==> config.mk <==
export PLATFORM = sky130hd
export DESIGN_NAME = exec_lane_flat
export DESIGN_NICKNAME = d
export VERILOG_FILES = /design/src/logic/cb_pkg.sv /design/src/logic/exec_pkg.sv /design/src/logic/issue_if.sv /design/src/logic/result_if.sv /design/src/logic/exec_lane.sv /design/src/flat_wrapper.sv
export SDC_FILE = /design/constraint.sdc
export NUM_CORES = 2
export LEC_CHECK = 0
export BUFFER_PORTS_ARGS = -buffer_cell sky130_fd_sc_hd__buf_2
export CAP_MARGIN = 30
export CORE_UTILIZATION = 27
export CTS_CLUSTER_SIZE = 8
export DETAILED_ROUTE_END_ITERATION = 8
export PLACE_DENSITY_LB_ADDON = 0.12
export SYNTH_ARGS = -nofsm -noshare
export SYNTH_HDL_FRONTEND = slang
export SYNTH_SLANG_ARGS = --single-unit
==> constraint.sdc <==
create_clock -name CLK -period 8.9 [get_ports CLK]
set_input_delay 0.445 -clock CLK [delete_from_list [all_inputs] [get_ports CLK]]
set_output_delay 0.445 -clock CLK [all_outputs]
set_load 0.01 [all_outputs]
==> src/logic/cb_pkg.sv <==
package cb_pkg;

  // completion buffer depth
  localparam int CB_ENTRIES = 16;

  typedef logic [$clog2(CB_ENTRIES)-1:0] cb_idx_t;

  typedef enum logic {
    NO_EXCEPTION = 1'b0,
    ILLEGAL      = 1'b1
  } exc_e;

endpackage

==> src/logic/exec_pkg.sv <==
package exec_pkg;

  // datapath width
  localparam int XLEN = 32;

  typedef logic [XLEN-1:0] word_t;
  typedef logic [4:0]      reg_idx_t;

  // accepted major opcodes
  localparam logic [6:0] OPC_OP     = 7'b0110011;
  localparam logic [6:0] OPC_OP_IMM = 7'b0010011;

  // funct7 variants
  localparam logic [6:0] F7_BASE   = 7'b0000000;
  localparam logic [6:0] F7_ALT    = 7'b0100000;
  localparam logic [6:0] F7_MULDIV = 7'b0000001;

  typedef enum logic [3:0] {
    ALU_ADD  = 4'd0,
    ALU_SUB  = 4'd1,
    ALU_SLL  = 4'd2,
    ALU_SLT  = 4'd3,
    ALU_SLTU = 4'd4,
    ALU_XOR  = 4'd5,
    ALU_SRL  = 4'd6,
    ALU_SRA  = 4'd7,
    ALU_OR   = 4'd8,
    ALU_AND  = 4'd9,
    ALU_MUL  = 4'd10
  } alu_op_e;

  typedef struct packed {
    logic [6:0] funct7;
    reg_idx_t   rs2;
    reg_idx_t   rs1;
    logic [2:0] funct3;
    reg_idx_t   rd;
    logic [6:0] opcode;
  } r_insn_t;

  typedef struct packed {
    logic [11:0] imm;
    reg_idx_t    rs1;
    logic [2:0]  funct3;
    reg_idx_t    rd;
    logic [6:0]  opcode;
  } i_insn_t;

  // funct7 of the R view overlays imm[11:5] of the I view
  typedef union packed {
    r_insn_t r;
    i_insn_t i;
  } insn_u;

endpackage

==> src/logic/issue_if.sv <==
`timescale 1ns/1ns

interface issue_if
  import exec_pkg::*, cb_pkg::*;
();

  logic     valid;
  logic     ready;
  alu_op_e  op;
  word_t    op_a;
  word_t    op_b;
  word_t    pc;
  reg_idx_t rd;
  cb_idx_t  index;
  // encoding not supported, leaves as an exception
  logic     illegal;

  modport dispatch (
    output valid, op, op_a, op_b, pc, rd, index, illegal,
    input  ready
  );

  modport lane (
    input  valid, op, op_a, op_b, pc, rd, index, illegal,
    output ready
  );

endinterface

==> src/logic/result_if.sv <==
`timescale 1ns/1ns

interface result_if
  import exec_pkg::*, cb_pkg::*;
();

  logic     valid;
  logic     grant;
  cb_idx_t  index;
  reg_idx_t rd;
  word_t    wdata;
  logic     wen;
  exc_e     exception;

  modport lane (
    output valid, index, rd, wdata, wen, exception,
    input  grant
  );

  modport arbiter (
    input  valid, index, rd, wdata, wen, exception,
    output grant
  );

endinterface

==> src/logic/exec_lane.sv <==
`timescale 1ns/1ns

module exec_lane
  import exec_pkg::*, cb_pkg::*;
#(
  parameter int LANE_DEPTH = 3
) (
  input logic   CLK,
  input logic   nRST,
  issue_if.lane iss,
  result_if.lane res
);

  localparam int LAST = LANE_DEPTH - 1;

  // stage 0 holds the issued operation
  logic     s0_valid;
  alu_op_e  s0_op;
  word_t    s0_a;
  word_t    s0_b;
  word_t    s0_pc;
  reg_idx_t s0_rd;
  cb_idx_t  s0_index;
  logic     s0_illegal;

  word_t    alu_res;
  word_t    mul_res;
  logic     advance;

  // stages 1 to LAST carry the computed results
  logic [LAST:1] valid_q;
  logic [LAST:1] is_mul_q;
  logic [LAST:1] illegal_q;
  word_t         alu_q   [1:LAST];
  word_t         mul_q   [1:LAST];
  word_t         pc_q    [1:LAST];
  reg_idx_t      rd_q    [1:LAST];
  cb_idx_t       index_q [1:LAST];

  // whole lane holds while the last stage waits for a grant
  assign advance   = ~valid_q[LAST] | res.grant;
  assign iss.ready = ~s0_valid | advance;

  always_ff @(posedge CLK or negedge nRST) begin
    if (!nRST) begin
      s0_valid <= 1'b0;
      valid_q  <= '0;
    end else begin
      if (iss.ready) begin
        s0_valid <= iss.valid;
      end
      if (advance) begin
        valid_q[1] <= s0_valid;
        for (int k = 2; k <= LAST; k++) begin
          valid_q[k] <= valid_q[k-1];
        end
      end
    end
  end

  always_ff @(posedge CLK) begin
    if (iss.valid && iss.ready) begin
      s0_op      <= iss.op;
      s0_a       <= iss.op_a;
      s0_b       <= iss.op_b;
      s0_pc      <= iss.pc;
      s0_rd      <= iss.rd;
      s0_index   <= iss.index;
      s0_illegal <= iss.illegal;
    end
  end

  always_comb begin
    case (s0_op)
      ALU_ADD:  alu_res = s0_a + s0_b;
      ALU_SUB:  alu_res = s0_a - s0_b;
      ALU_SLL:  alu_res = s0_a << s0_b[4:0];
      ALU_SLT:  alu_res = {{(XLEN-1){1'b0}}, $signed(s0_a) < $signed(s0_b)};
      ALU_SLTU: alu_res = {{(XLEN-1){1'b0}}, s0_a < s0_b};
      ALU_XOR:  alu_res = s0_a ^ s0_b;
      ALU_SRL:  alu_res = s0_a >> s0_b[4:0];
      ALU_SRA:  alu_res = word_t'($signed(s0_a) >>> s0_b[4:0]);
      ALU_OR:   alu_res = s0_a | s0_b;
      ALU_AND:  alu_res = s0_a & s0_b;
      default:  alu_res = '0;
    endcase
  end

  // low word of the product
  assign mul_res = s0_a * s0_b;

  always_ff @(posedge CLK) begin
    if (advance) begin
      alu_q[1]     <= alu_res;
      mul_q[1]     <= mul_res;
      pc_q[1]      <= s0_pc;
      rd_q[1]      <= s0_rd;
      index_q[1]   <= s0_index;
      is_mul_q[1]  <= (s0_op == ALU_MUL);
      illegal_q[1] <= s0_illegal;
      for (int k = 2; k <= LAST; k++) begin
        alu_q[k]     <= alu_q[k-1];
        mul_q[k]     <= mul_q[k-1];
        pc_q[k]      <= pc_q[k-1];
        rd_q[k]      <= rd_q[k-1];
        index_q[k]   <= index_q[k-1];
        is_mul_q[k]  <= is_mul_q[k-1];
        illegal_q[k] <= illegal_q[k-1];
      end
    end
  end

  assign res.valid     = valid_q[LAST];
  assign res.index     = index_q[LAST];
  assign res.rd        = rd_q[LAST];
  assign res.exception = illegal_q[LAST] ? ILLEGAL : NO_EXCEPTION;
  // illegal results report their pc
  assign res.wdata     = illegal_q[LAST] ? pc_q[LAST] :
                         is_mul_q[LAST]  ? mul_q[LAST] : alu_q[LAST];
  // x0 is never written
  assign res.wen       = ~illegal_q[LAST] & (rd_q[LAST] != '0);

endmodule

==> src/flat_wrapper.sv <==
// flat-port wrapper written by rule: the top's interface ports become plain ports
module exec_lane_flat import exec_pkg::*, cb_pkg::*;
#(
  parameter int LANE_DEPTH = 3
)
  (CLK, nRST, iss_valid, iss_op, iss_op_a, iss_op_b, iss_pc, iss_rd, iss_index, iss_illegal, iss_ready, res_valid, res_index, res_rd, res_wdata, res_wen, res_exception, res_grant);
  issue_if iss_i ();
  result_if res_i ();
  input logic CLK;
  input logic nRST;
  input wire logic [$bits(iss_i.valid)-1:0] iss_valid;
  input wire logic [$bits(iss_i.op)-1:0] iss_op;
  input wire logic [$bits(iss_i.op_a)-1:0] iss_op_a;
  input wire logic [$bits(iss_i.op_b)-1:0] iss_op_b;
  input wire logic [$bits(iss_i.pc)-1:0] iss_pc;
  input wire logic [$bits(iss_i.rd)-1:0] iss_rd;
  input wire logic [$bits(iss_i.index)-1:0] iss_index;
  input wire logic [$bits(iss_i.illegal)-1:0] iss_illegal;
  output wire logic [$bits(iss_i.ready)-1:0] iss_ready;
  output wire logic [$bits(res_i.valid)-1:0] res_valid;
  output wire logic [$bits(res_i.index)-1:0] res_index;
  output wire logic [$bits(res_i.rd)-1:0] res_rd;
  output wire logic [$bits(res_i.wdata)-1:0] res_wdata;
  output wire logic [$bits(res_i.wen)-1:0] res_wen;
  output wire logic [$bits(res_i.exception)-1:0] res_exception;
  input wire logic [$bits(res_i.grant)-1:0] res_grant;
  assign iss_i.valid = iss_valid;
  assign iss_i.op = iss_op;
  assign iss_i.op_a = iss_op_a;
  assign iss_i.op_b = iss_op_b;
  assign iss_i.pc = iss_pc;
  assign iss_i.rd = iss_rd;
  assign iss_i.index = iss_index;
  assign iss_i.illegal = iss_illegal;
  assign iss_ready = iss_i.ready;
  assign res_valid = res_i.valid;
  assign res_index = res_i.index;
  assign res_rd = res_i.rd;
  assign res_wdata = res_i.wdata;
  assign res_wen = res_i.wen;
  assign res_exception = res_i.exception;
  assign res_i.grant = res_grant;
  exec_lane #(.LANE_DEPTH(LANE_DEPTH)) u_core (.CLK(CLK), .nRST(nRST), .iss(iss_i), .res(res_i));
endmodule
==> impl_metrics.tcl <==
set metrics [dict create \
    critPathBufInv 5 \
    fin_crit_sh 0.892 \
    wl_um 135000 \
    slew_viol_final 0 \
    port_buffers 158 \
    ys_seq_area_frac 0.291 \
    cts_tree "yes" \
    gp_congestion 0.916 \
    vias 26300 \
    coreArea_sq_mm 0.124 \
    worstSetupPathType "reg2reg" \
    outcome "completed" \
    cts_root_buf "clkbuf_16" \
    cp_cell_sequence "inv_1 > nor2_1 > fa_1 > fa_1 > inv_1 > fa_1 > fa_1 > inv_1 > fa_1 > inv_1 > fa_1 > fa_1 > fa_1 > inv_1 > ha_1 > a21o_1 > a21o_1 > a21oi_1 > a311oi_1 > a211o_1 > o41ai_1 > xnor2_1" \
    insertion_delay_ps 610 \
    ios 159 \
    grt_pass1_vias 27000 \
    cts_buffer_depth 3 \
    arrival_ps 8290 \
    numCtsBuffers 48 \
    cts_max_level 2 \
    synth-adder-area-share 0.326 \
    cpPeakStageDelay_ps 950 \
    synth_cell_types 87 \
    relSlewSlack 0.306 \
    setup_viol 0 \
    yosysWarnings 0 \
    final_net_count 4337 \
    initial_core_util 0.272 \
    synth_xor_xnor_area_share 0.0229 \
    cp_top_family "adder cells" \
    firstDrtPassIters 6 \
    required_ps 9250 \
    fmax_ghz 0.126 \
    drive_gt1_frac 0.105 \
    hold_path_class "in2reg" \
    post_cts_resized 0 \
    rsz0062_at_grt "false" \
    drcViolationCount 0 \
    ys_ff_latch 327 \
    yosys.area.top_type "edfxtp_1" \
    syn_nets 4166 \
    skew_ps 40.3 \
    async_flop_share 0.00917 \
    final_area_sq_mm 0.0385 \
    layout_commonest_cell "inv_1" \
    die_h_um 355 \
    postCtsSetupRepairBufs 0 \
    layout_common_cells "inv_1 (473), nor2_1 (437), fa_1 (410), nand2_1 (395), edfxtp_1 (324)" \
    synthMuxAreaShare 0.0476 \
    avgSynthCellArea_sq_um 9.83 \
    clk_pin_slew_ps 60 \
    worst_setup_path_end_kind "register" \
    synth_area_sq_mm 0.0336 \
    filler_cell_count 13000 \
    grt_max_degree 89 \
    cp_max_fo 13 \
    antenna_found_initial 5 \
    grt_use_total 0.214 \
    ant_nets 0 \
    rows 129 \
    yosys.area.top_type_share 0.289 \
    synthTopCellsByArea "edfxtp_1 (29%), fa_1 (24%), ha_1 (8.2%), inv_1 (5.3%), nor2_1 (4.9%)" \
    synth-edff-count 324 \
    critPathMostFrequentCell "fa_1" \
    synthSimpleGateAreaFrac 0.122 \
    tns_ps 0 \
    overflow 0 \
    vias_per_cell 5.00 \
    grt_pass1_wl_um 196000 \
    cts.sinks 327 \
    postPlaceCellArea_sq_mm 0.0364 \
    cap_viol_max_count 0 \
    die_width_um 355 \
    crit_path_start_kind "register" \
    synth-compound-area-share 0.112 \
    dp_hpwl_um 103000 \
    synth_top_family_by_area "adder cells" \
    area_growth_pct 14.6 \
    fin_crit_ps 7940 \
    detail_route.iter0.violations 1994 \
    postSynthCellCount 3422 \
    die_area_sq_mm 0.126 \
    cp_slowest_cell "edfxtp_1" \
    wl_per_cell_um 25.7 \
    synthFlopType "edfxtp_1" \
    max_slew.worst_pin.slew_ps 1030 \
    hold_viol 0 \
]
[timing repair]
item,CTS,global route
endpoints found under the hold margin,73,0
setup endpoints to repair,0,0
hold buffers,71,0
[routing by layer]
metal | vias to the layer above | GRT usage | wire length, um
met2 | 892 | 0.343 | 61200
met5 | - | 0 | 13
li1 | 11700 | - | -
met3 | 156 | 0.0281 | 7070
met1 | 13500 | 0.302 | 62500
met4 | 2 | 0.0630 | 4240
[cell families after synthesis]
family,count (synthesis)
simple gates,996
buf+inv,697
fa+ha+maj,630
compound gates,570
flops,327
mux,114
xor+xnor,88
[area by class of cell]
cell class	count	area, sq um	area share
multi-input cells	2398	21200	0.551
flip-flops and latches	327	9800	0.254
repair buffers	320	2210	0.0573
well taps	1637	2050	0.0531
inverters	498	1880	0.0487
clock buffers	66	1290	0.0335
clock inverters	5	87.6	0.00227
diodes	2	5.00	0.000130
[path summary, 6_finish.rpt]
| kind | start | to | slack (ps) | cells after the start |
|---|---|---|---|---|
| max | u_core.s0_a[15]$_DFFE_PP_ | u_core.mul_q[1][31]$_DFFE_PP_ | 960 | 22 |
| min | iss_op_a[0] | u_core.s0_a[0]$_DFFE_PP_ | 40 | 1 |
| max reg2reg | u_core.s0_a[15]$_DFFE_PP_ | u_core.mul_q[1][31]$_DFFE_PP_ | 960 | 22 |
| min reg2reg | u_core.pc_q[1][27]$_DFFE_PP_ | u_core.pc_q[2][27]$_DFFE_PP_ | 410 | 0 |
| max in group asynchronous | nRST | u_core.valid_q[2]$_DFFE_PN0P_ | 8610 | 2 |
| min in group asynchronous | nRST | u_core.s0_valid$_DFFE_PN0N_ | 180 | 2 |
[stage by stage]
stage	util	instances	setup WS, ps	hold slack, ps
3_3_place_gp	0.295	5108	1110	248
4_1_cts	0.312	5250	1010	0.483
5_1_grt	0.312	5251	682	5.78
6_report	0.312	5253	961	35.7
3_5_place_dp	0.295	5108	1050	249
2_1_floorplan	-	3422	679	149
[worst register-to-register path: cells and delay by family (launching register included)]
kind / cells / cell delay [ps]
fa+ha+maj: 9 / 4360
compound gates: 6 / 1440
xor+xnor: 1 / 100
flops: 1 / 950
buf+inv: 5 / 600
simple gates: 1 / 230
[Yosys cell counts, types with 13 or more instances]
| master | count |
|---|---|
| inv_1 | 475 |
| nor2_1 | 438 |
| fa_1 | 410 |
| nand2_1 | 396 |
| edfxtp_1 | 324 |
| ha_1 | 220 |
| clkbuf_1 | 146 |
| o21ai_0 | 146 |
| a21oi_1 | 124 |
| xnor2_1 | 74 |
| mux2i_1 | 70 |
| buf_1 | 42 |
| mux4_2 | 36 |
| nor3_1 | 32 |
| a211oi_1 | 26 |
| a21o_1 | 26 |
| a211o_1 | 23 |
| nand3_1 | 23 |
| o211ai_1 | 23 |
| o22ai_1 | 21 |
| a221oi_1 | 18 |
| nand2b_1 | 18 |
| nor2b_1 | 16 |
| o21bai_1 | 15 |
| or3_1 | 15 |
| a31oi_1 | 14 |
| clkinv_1 | 14 |
| xor2_1 | 14 |
| o221ai_1 | 13 |
[state kept, by name, summed over array words and instances (netlist names), 8 cells and up]
| name | flops |
|---|---|
| u_core.rd_q | 10 |
| u_core.s0_a | 32 |
| u_core.s0_pc | 32 |
| u_core.index_q | 8 |
| u_core.s0_b | 32 |
| u_core.pc_q | 64 |
| u_core.mul_q | 64 |
| u_core.alu_q | 64 |
Power is left out: the tool's default activity adds up to more than one toggle a clock period on the data nets, which glitch-free logic cannot reach.
